$ cat config.mk
export PLATFORM = sky130hd
export DESIGN_NAME = fwd_net_top
export DESIGN_NICKNAME = d
export VERILOG_FILES = /design/src/hdl/fwd_pkg.sv /design/src/hdl/fwd_ctrl_if.sv /design/src/hdl/layer_ctrl.sv /design/src/hdl/mac_counter.sv /design/src/hdl/weight_mem.sv /design/src/hdl/neuron_array.sv /design/src/hdl/activation_stack.sv /design/src/hdl/fwd_net_top.sv
export SDC_FILE = /design/constraint.sdc
export NUM_CORES = 2
export LEC_CHECK = 0
export BUFFER_PORTS_ARGS = -buffer_cell sky130_fd_sc_hd__buf_2
export CAP_MARGIN = 20
export CORE_MARGIN = 5
export CORE_UTILIZATION = 62
export CTS_CLUSTER_DIAMETER = 40
export CTS_CLUSTER_SIZE = 40
export DETAILED_ROUTE_END_ITERATION = 7
export GPL_TIMING_DRIVEN = 1
export PLACE_DENSITY = 0.79
export SLEW_MARGIN = 20
export SYNTH_ARGS = -nofsm -noshare
export SYNTH_HDL_FRONTEND = slang
export SYNTH_SLANG_ARGS = --single-unit
$ cat constraint.sdc
create_clock -name clk -period 8.72 [get_ports clk]
set_clock_uncertainty 0.05 [all_clocks]
set_input_delay 1.744 -clock clk [delete_from_list [all_inputs] [get_ports clk]]
set_output_delay 1.744 -clock clk [all_outputs]
set_load 0.05 [all_outputs]
$ cat src/hdl/fwd_pkg.sv
package fwd_pkg;

    ////////////////////////////////////////////////////////////
    // sizes
    ////////////////////////////////////////////////////////////

    localparam int neuron_num   = 4;
    localparam int layer_max    = 2;
    localparam int act_width    = 9;
    localparam int weight_width = 16;
    localparam int out_width    = 12;
    localparam int fraction     = 8;
    localparam int acc_width    = 27;
    localparam int idx_width    = 2;
    localparam int layer_width  = 2;
    localparam int waddr_width  = 5;

    // saturation and clamp limits
    localparam int out_max   = (1 << (out_width - 1)) - 1;
    localparam int out_min   = -(1 << (out_width - 1));
    localparam int act_clamp = 255;

    ////////////////////////////////////////////////////////////
    // types
    ////////////////////////////////////////////////////////////

    typedef logic signed [act_width-1:0]                act_t;
    typedef logic [neuron_num*act_width-1:0]            act_vec_t;
    typedef logic signed [weight_width-1:0]             weight_t;
    typedef logic [neuron_num*weight_width-1:0]         weight_row_t;
    typedef logic signed [out_width-1:0]                out_t;
    typedef logic [neuron_num*out_width-1:0]            out_vec_t;
    typedef logic signed [acc_width-1:0]                acc_t;
    typedef logic [idx_width-1:0]                       idx_t;
    typedef logic [layer_width-1:0]                     layer_t;
    typedef logic [waddr_width-1:0]                     waddr_t;

    typedef enum logic [2:0] {
        st_idle,
        st_clear,
        st_acc,
        st_store,
        st_finish
    } ctrl_state_t;

endpackage

$ cat src/hdl/fwd_ctrl_if.sv
interface fwd_ctrl_if;

    // position in the forward pass
    fwd_pkg::layer_t layer_idx;
    fwd_pkg::idx_t   in_idx;
    logic            last_idx;
    logic            last_layer;

    // sequencing strobes
    logic            cnt_clear;
    logic            idx_step;
    logic            layer_step;
    logic            acc_clear;
    logic            acc_en;
    logic            act_store;

    modport fsm (
        input  last_idx, last_layer,
        output cnt_clear, idx_step, layer_step, acc_clear, acc_en, act_store
    );

    modport counter (
        input  cnt_clear, idx_step, layer_step,
        output layer_idx, in_idx, last_idx, last_layer
    );

    modport datapath (
        input  layer_idx, in_idx, cnt_clear, acc_clear, acc_en, act_store
    );

endinterface

$ cat src/hdl/layer_ctrl.sv
module layer_ctrl (
    input  logic       clk,
    input  logic       rst_n,
    input  logic       start,
    output logic       busy,
    output logic       done,
    fwd_ctrl_if.fsm    ctrl
);

    fwd_pkg::ctrl_state_t state_q;
    fwd_pkg::ctrl_state_t state_d;

    always_ff @(posedge clk or negedge rst_n) begin
        if (!rst_n) begin
            state_q <= fwd_pkg::st_idle;
        end else begin
            state_q <= state_d;
        end
    end

    // one clear, neuron_num accumulate cycles and one store per layer
    always_comb begin
        state_d = state_q;
        case (state_q)
            fwd_pkg::st_idle: begin
                if (start) begin
                    state_d = fwd_pkg::st_clear;
                end
            end
            fwd_pkg::st_clear:  state_d = fwd_pkg::st_acc;
            fwd_pkg::st_acc: begin
                if (ctrl.last_idx) begin
                    state_d = fwd_pkg::st_store;
                end
            end
            fwd_pkg::st_store: begin
                state_d = ctrl.last_layer ? fwd_pkg::st_finish : fwd_pkg::st_clear;
            end
            fwd_pkg::st_finish: state_d = fwd_pkg::st_idle;
            default:            state_d = fwd_pkg::st_idle;
        endcase
    end

    // strobes decoded from the state register
    assign ctrl.cnt_clear  = (state_q == fwd_pkg::st_idle) && start;
    assign ctrl.acc_clear  = (state_q == fwd_pkg::st_clear);
    assign ctrl.acc_en     = (state_q == fwd_pkg::st_acc);
    assign ctrl.idx_step   = (state_q == fwd_pkg::st_acc);
    assign ctrl.act_store  = (state_q == fwd_pkg::st_store);
    assign ctrl.layer_step = (state_q == fwd_pkg::st_store);

    assign busy = (state_q == fwd_pkg::st_clear) || (state_q == fwd_pkg::st_acc) ||
                  (state_q == fwd_pkg::st_store);
    assign done = (state_q == fwd_pkg::st_finish);

    ////////////////////////////////////////////////////////////
    // checks
    ////////////////////////////////////////////////////////////

    // done only ever follows the final store of a busy run
    a_done_after_busy: assert property (
        @(posedge clk) disable iff (!rst_n) done |-> !busy && $past(busy)
    );

    a_acc_excl: assert property (
        @(posedge clk) disable iff (!rst_n) !(ctrl.acc_en && ctrl.acc_clear)
    );

endmodule

$ cat src/hdl/mac_counter.sv
module mac_counter (
    input  logic        clk,
    input  logic        rst_n,
    fwd_ctrl_if.counter cnt
);

    fwd_pkg::idx_t   in_idx_q;
    fwd_pkg::layer_t layer_idx_q;

    always_ff @(posedge clk or negedge rst_n) begin
        if (!rst_n) begin
            in_idx_q    <= '0;
            layer_idx_q <= '0;
        end else if (cnt.cnt_clear) begin
            in_idx_q    <= '0;
            layer_idx_q <= '0;
        end else begin
            // wraps back to input 0 after the last input
            if (cnt.idx_step) begin
                in_idx_q <= cnt.last_idx ? '0 : in_idx_q + 1'b1;
            end
            // holds on the last layer
            if (cnt.layer_step && !cnt.last_layer) begin
                layer_idx_q <= layer_idx_q + 1'b1;
            end
        end
    end

    assign cnt.in_idx     = in_idx_q;
    assign cnt.layer_idx  = layer_idx_q;
    assign cnt.last_idx   = (in_idx_q == fwd_pkg::idx_t'(fwd_pkg::neuron_num - 1));
    assign cnt.last_layer = (layer_idx_q == fwd_pkg::layer_t'(fwd_pkg::layer_max - 1));

    a_layer_range: assert property (
        @(posedge clk) disable iff (!rst_n)
        layer_idx_q <= fwd_pkg::layer_t'(fwd_pkg::layer_max - 1)
    );

endmodule

$ cat src/hdl/weight_mem.sv
module weight_mem (
    input  logic                 clk,
    input  logic                 rst_n,
    input  logic                 w_we,
    input  fwd_pkg::waddr_t      w_addr,
    input  fwd_pkg::weight_t     w_data,
    fwd_ctrl_if.datapath         dp,
    output fwd_pkg::weight_row_t row
);

    localparam int depth = 1 << fwd_pkg::waddr_width;

    fwd_pkg::weight_t mem_q [depth];

    always_ff @(posedge clk or negedge rst_n) begin
        if (!rst_n) begin
            for (int i = 0; i < depth; i++) begin
                mem_q[i] <= '0;
            end
        end else if (w_we) begin
            mem_q[w_addr] <= w_data;
        end
    end

    // address is layer * 16 + neuron * 4 + input index
    always_comb begin
        fwd_pkg::waddr_t addr;
        row = '0;
        for (int n = 0; n < fwd_pkg::neuron_num; n++) begin
            addr = fwd_pkg::waddr_t'(dp.layer_idx) *
                       fwd_pkg::waddr_t'(fwd_pkg::neuron_num * fwd_pkg::neuron_num) +
                   fwd_pkg::waddr_t'(n * fwd_pkg::neuron_num) +
                   fwd_pkg::waddr_t'(dp.in_idx);
            row[n*fwd_pkg::weight_width +: fwd_pkg::weight_width] = mem_q[addr];
        end
    end

endmodule

$ cat src/hdl/neuron_array.sv
module neuron_array (
    input  logic                 clk,
    input  logic                 rst_n,
    input  logic                 start,
    fwd_ctrl_if.datapath         dp,
    input  fwd_pkg::weight_row_t row,
    input  fwd_pkg::act_t        cur_act,
    output fwd_pkg::out_vec_t    result,
    output fwd_pkg::act_vec_t    next_act,
    output logic                 overflow
);

    localparam int nn = fwd_pkg::neuron_num;
    localparam int ow = fwd_pkg::out_width;
    localparam int aw = fwd_pkg::act_width;

    fwd_pkg::acc_t        acc_q [nn];
    fwd_pkg::acc_t        prod  [nn];
    fwd_pkg::out_vec_t    sat_vec;
    logic [nn-1:0]        sat_hit;

    ////////////////////////////////////////////////////////////
    // per-neuron arithmetic
    ////////////////////////////////////////////////////////////

    always_comb begin
        fwd_pkg::weight_t w;
        fwd_pkg::acc_t    shifted;
        fwd_pkg::out_t    sat;
        sat_vec  = '0;
        next_act = '0;
        sat_hit  = '0;
        for (int n = 0; n < nn; n++) begin
            w       = fwd_pkg::weight_t'(row[n*fwd_pkg::weight_width +: fwd_pkg::weight_width]);
            prod[n] = fwd_pkg::acc_t'(cur_act) * fwd_pkg::acc_t'(w);

            // arithmetic shift floors toward minus infinity
            shifted = acc_q[n] >>> fwd_pkg::fraction;
            if (shifted > fwd_pkg::acc_t'(fwd_pkg::out_max)) begin
                sat        = fwd_pkg::out_t'(fwd_pkg::out_max);
                sat_hit[n] = 1'b1;
            end else if (shifted < fwd_pkg::acc_t'(fwd_pkg::out_min)) begin
                sat        = fwd_pkg::out_t'(fwd_pkg::out_min);
                sat_hit[n] = 1'b1;
            end else begin
                sat = fwd_pkg::out_t'(shifted);
            end
            sat_vec[n*ow +: ow] = sat;

            // relu, then clamp to the activation ceiling
            if (sat[ow-1]) begin
                next_act[n*aw +: aw] = '0;
            end else if (sat > fwd_pkg::out_t'(fwd_pkg::act_clamp)) begin
                next_act[n*aw +: aw] = fwd_pkg::act_t'(fwd_pkg::act_clamp);
            end else begin
                next_act[n*aw +: aw] = fwd_pkg::act_t'(sat);
            end
        end
    end

    ////////////////////////////////////////////////////////////
    // accumulators and result registers
    ////////////////////////////////////////////////////////////

    always_ff @(posedge clk or negedge rst_n) begin
        if (!rst_n) begin
            for (int n = 0; n < nn; n++) begin
                acc_q[n] <= '0;
            end
        end else if (dp.acc_clear) begin
            for (int n = 0; n < nn; n++) begin
                acc_q[n] <= '0;
            end
        end else if (dp.acc_en) begin
            for (int n = 0; n < nn; n++) begin
                acc_q[n] <= acc_q[n] + prod[n];
            end
        end
    end

    // overflow is sticky over all layers of one run
    always_ff @(posedge clk or negedge rst_n) begin
        if (!rst_n) begin
            result   <= '0;
            overflow <= 1'b0;
        end else if (start && dp.cnt_clear) begin
            overflow <= 1'b0;
        end else if (dp.act_store) begin
            result   <= sat_vec;
            overflow <= overflow | (|sat_hit);
        end
    end

endmodule

$ cat src/hdl/activation_stack.sv
module activation_stack (
    input  logic              clk,
    input  logic              rst_n,
    input  logic              start,
    input  fwd_pkg::act_vec_t in_vec,
    input  fwd_pkg::act_vec_t next_act,
    fwd_ctrl_if.datapath      dp,
    output fwd_pkg::act_t     cur_act
);

    localparam int aw = fwd_pkg::act_width;

    // slot l holds the input vector of layer l
    fwd_pkg::act_vec_t stack_q [fwd_pkg::layer_max];
    fwd_pkg::act_vec_t sel_vec;

    always_ff @(posedge clk or negedge rst_n) begin
        if (!rst_n) begin
            for (int l = 0; l < fwd_pkg::layer_max; l++) begin
                stack_q[l] <= '0;
            end
        end else if (start && dp.cnt_clear) begin
            // only a start accepted by the controller loads layer 0
            stack_q[0] <= in_vec;
        end else if (dp.act_store) begin
            // the last layer has no following slot
            for (int l = 1; l < fwd_pkg::layer_max; l++) begin
                if (int'(dp.layer_idx) + 1 == l) begin
                    stack_q[l] <= next_act;
                end
            end
        end
    end

    always_comb begin
        sel_vec = '0;
        for (int l = 0; l < fwd_pkg::layer_max; l++) begin
            if (dp.layer_idx == fwd_pkg::layer_t'(l)) begin
                sel_vec = stack_q[l];
            end
        end
    end

    assign cur_act = fwd_pkg::act_t'(sel_vec[dp.in_idx*aw +: aw]);

endmodule

$ cat src/hdl/fwd_net_top.sv
module fwd_net_top (
    input  logic              clk,
    input  logic              rst_n,
    input  logic              start,
    input  fwd_pkg::act_vec_t in_vec,
    input  logic              w_we,
    input  fwd_pkg::waddr_t   w_addr,
    input  fwd_pkg::weight_t  w_data,
    output fwd_pkg::out_vec_t result,
    output logic              done,
    output logic              busy,
    output logic              overflow
);

    fwd_pkg::weight_row_t row;
    fwd_pkg::act_t        cur_act;
    fwd_pkg::act_vec_t    next_act;

    fwd_ctrl_if ctrl_bus ();

    ////////////////////////////////////////////////////////////
    // sequencing
    ////////////////////////////////////////////////////////////

    layer_ctrl u_layer_ctrl (
        .clk   (clk     ),
        .rst_n (rst_n   ),
        .start (start   ),
        .busy  (busy    ),
        .done  (done    ),
        .ctrl  (ctrl_bus)
    );

    mac_counter u_mac_counter (
        .clk   (clk     ),
        .rst_n (rst_n   ),
        .cnt   (ctrl_bus)
    );

    ////////////////////////////////////////////////////////////
    // datapath
    ////////////////////////////////////////////////////////////

    weight_mem u_weight_mem (
        .clk    (clk     ),
        .rst_n  (rst_n   ),
        .w_we   (w_we    ),
        .w_addr (w_addr  ),
        .w_data (w_data  ),
        .dp     (ctrl_bus),
        .row    (row     )
    );

    activation_stack u_activation_stack (
        .clk      (clk     ),
        .rst_n    (rst_n   ),
        .start    (start   ),
        .in_vec   (in_vec  ),
        .next_act (next_act),
        .dp       (ctrl_bus),
        .cur_act  (cur_act )
    );

    neuron_array u_neuron_array (
        .clk      (clk     ),
        .rst_n    (rst_n   ),
        .start    (start   ),
        .dp       (ctrl_bus),
        .row      (row     ),
        .cur_act  (cur_act ),
        .result   (result  ),
        .next_act (next_act),
        .overflow (overflow)
    );

endmodule

==> results_dict.tcl <==
set metrics [dict create \
    cp_max_fo 33 \
    final_core_util 0.679 \
    yosysSeqAreaShare 0.328 \
    clockRootBuffer "clkbuf_16" \
    synth.net_count 6180 \
    final_cells 6540 \
    rows 111 \
    crit_start "u_mac_counter.cnt.layer_idx[1]$_DFFE_PN0P_" \
    layout_commonest_cell "inv_1" \
    initial_core_util 0.623 \
    io_pins 112 \
    postCtsHoldBufs 0 \
    routed_via_density 6.01 \
    drcViolationCount 0 \
    antenna_left 0 \
    cts_resized 0 \
    cp.arrival_ps 8450 \
    clkLatencyLatePin_ps 690 \
    finalHoldViolations 0 \
    track_usage 0.293 \
    timing.rr.start "u_mac_counter.cnt.layer_idx[1]$_DFFE_PN0P_" \
    required_ps 9210 \
    grt_max_degree 186 \
    htreeDepth 3 \
    criticalPathCategory "reg -> reg" \
    mostFrequentLayoutCells "inv_1, nand2_1, dfrtp_1, fa_1, mux2_2" \
    hold_class "reg -> reg" \
    slowest_stage "a21oi_4" \
    ys_async_sr_fraction 1.00 \
    synthCells 5268 \
    grt_pass1_vias 41600 \
    wl_um 141000 \
    cts_setup_buffers 0 \
    cts_tree "done" \
    synth_edf_count 0 \
    final.min_clock_period_ps 7960 \
    endpoint_kind "flip-flop" \
    dr.pass1.iters 7 \
    wl_per_cell_um 21.5 \
    num_vias 39300 \
    regToRegSetupSlack_ps 760 \
    antenna_found_initial 2 \
    crit_path_start_kind "flip-flop" \
    period_share 0.912 \
    netlist-cell-type-count 73 \
    finalSetupViolations 0 \
    diodes 0 \
    maxSlewViolCount 0 \
    core_um2 91500 \
    dp.cells 6352 \
    tns_ps 0 \
    die_y_um 313 \
    clkTransAtPathRegs_ps 70 \
    cts_buffer_depth 3 \
    holdWs_ps 423 \
    tightest_slew_ps 1160 \
    critPathMostFrequentCell "fa_1" \
    grt_overflow_total 0 \
    die_w_um 313 \
    cts_num_sinks 748 \
    yosysWarnings 0 \
    ys.flop_type "dfrtp_1" \
    drtIter0Drc 3291 \
    synth_area_um2 57100 \
    dieArea_um2 98200 \
    rsz0062_at_grt "false" \
    ys_ff_latch 748 \
    io_buffers 111 \
    grt_pass1_wl_um 230000 \
    place_hpwl_um 101000 \
    clock.fmax_ghz 0.126 \
    path_delay_family "adder cells" \
    max_stage_delay_ps 830 \
    fin_nets 6180 \
    cts_buffers 100 \
    drive_gt1_frac 0.203 \
    worstHoldStart "u_neuron_array.result[10]$_DFFE_PN0P_" \
    synth_area_per_cell_um2 10.8 \
    max-slew-margin-rel 0.228 \
    globalplace.congestion 0.883 \
    path_buf_inv 5 \
    maxCapViolCount 0 \
    area_growth_pct 8.93 \
    status "completed" \
]
-- sequential cells by signal (all words and copies together), names as in the netlist --
name	flops
u_mac_counter.cnt.layer_idx	2
u_mac_counter.cnt.in_idx	2
u_neuron_array.overflow	1
u_activation_stack.stack_q	72
u_neuron_array.acc_q	108
u_neuron_array.result	48
u_layer_ctrl.state_q	3
u_weight_mem.mem_q	512
-- synth_stat cells (16+ instances only) --
| cell | instances | area (µm²) |
|---|---|---|
| a21o_1 | 39 | 293 |
| a21oi_1 | 232 | 1160 |
| and2_1 | 42 | 263 |
| buf_2 | 83 | 415 |
| clkbuf_1 | 165 | 619 |
| dfrtp_1 | 748 | 18700 |
| fa_1 | 584 | 11700 |
| ha_1 | 267 | 3340 |
| inv_1 | 795 | 2980 |
| mux2_2 | 557 | 6270 |
| mux4_2 | 137 | 3090 |
| nand2_1 | 769 | 2890 |
| nand2b_1 | 42 | 263 |
| nand3_1 | 27 | 135 |
| nand3b_1 | 16 | 120 |
| nor2_1 | 157 | 589 |
| nor2b_1 | 28 | 175 |
| nor3_1 | 16 | 80.1 |
| o21ai_0 | 171 | 856 |
| o31ai_1 | 41 | 308 |
| xnor2_1 | 59 | 517 |
| xor2_1 | 42 | 368 |
-- final cells by class --
type,count,area [µm²]
clock buffers,110,2610
repair buffers,170,1120
fillers,6454,29400
well taps,1186,1480
clock inverters,78,948
multi-input cells,3451,34300
flip-flops and latches,748,18700
inverters,797,2990
-- worst min-delay path: cells and delay by family (launching register included) --
kind               cells  cell delay [ps]
AOI/OAI and AO/OA      1               60
DFF                    1              340
and+or+nand+nor        1               40
-- metal layers --
metal | part of all wire | vias to the layer above | global-route usage
li1 | - | 17200 | -
met1 | 0.42 | 20300 | 0.409
met2 | 0.47 | 1512 | 0.467
met3 | 0.080 | 310 | 0.0620
met4 | 0.035 | 2 | 0.0950
met5 | 0.000050 | - | 0
-- stage by stage --
stage	setup WS, ps	instance area [µm²]
detailed placement	865	58600
CTS	822	62100
finish	764	62100
global route	280	62100
floorplan	1830	57100
global placement	1050	58600
-- cell families (layout without fill, tap and decap cells) --
group                      after synthesis  count (layout)  share of synthesized area
AOI/OAI and AO/OA                      641             641                     0.0683
xor gates and xnor gates               101             101                     0.0155
adders and majority gates              851             851                      0.263
muxes                                  701             701                      0.165
buffers and inverters                 1069            1155                     0.0730
DFF                                    748             748                      0.328
and+or+nand+nor                       1157            1157                     0.0864
-- worst paths after layout --
| kind | end | depth (start not counted) |
|---|---|---|
| max reg2reg | u_neuron_array.acc_q[23]$_DFFE_PN0P_ | 26 |
| max | u_neuron_array.acc_q[23]$_DFFE_PN0P_ | 26 |
| min in group asynchronous | u_neuron_array.result[10]$_DFFE_PN0P_ | 1 |
| max in group asynchronous | u_neuron_array.acc_q[17]$_DFFE_PN0P_ | 3 |
| min reg2reg | u_neuron_array.result[10]$_DFFE_PN0P_ | 2 |
| min | u_neuron_array.result[10]$_DFFE_PN0P_ | 2 |
Power is left out: the tool's default activity adds up to more than one toggle a clock period on the data nets, which glitch-free logic cannot reach.
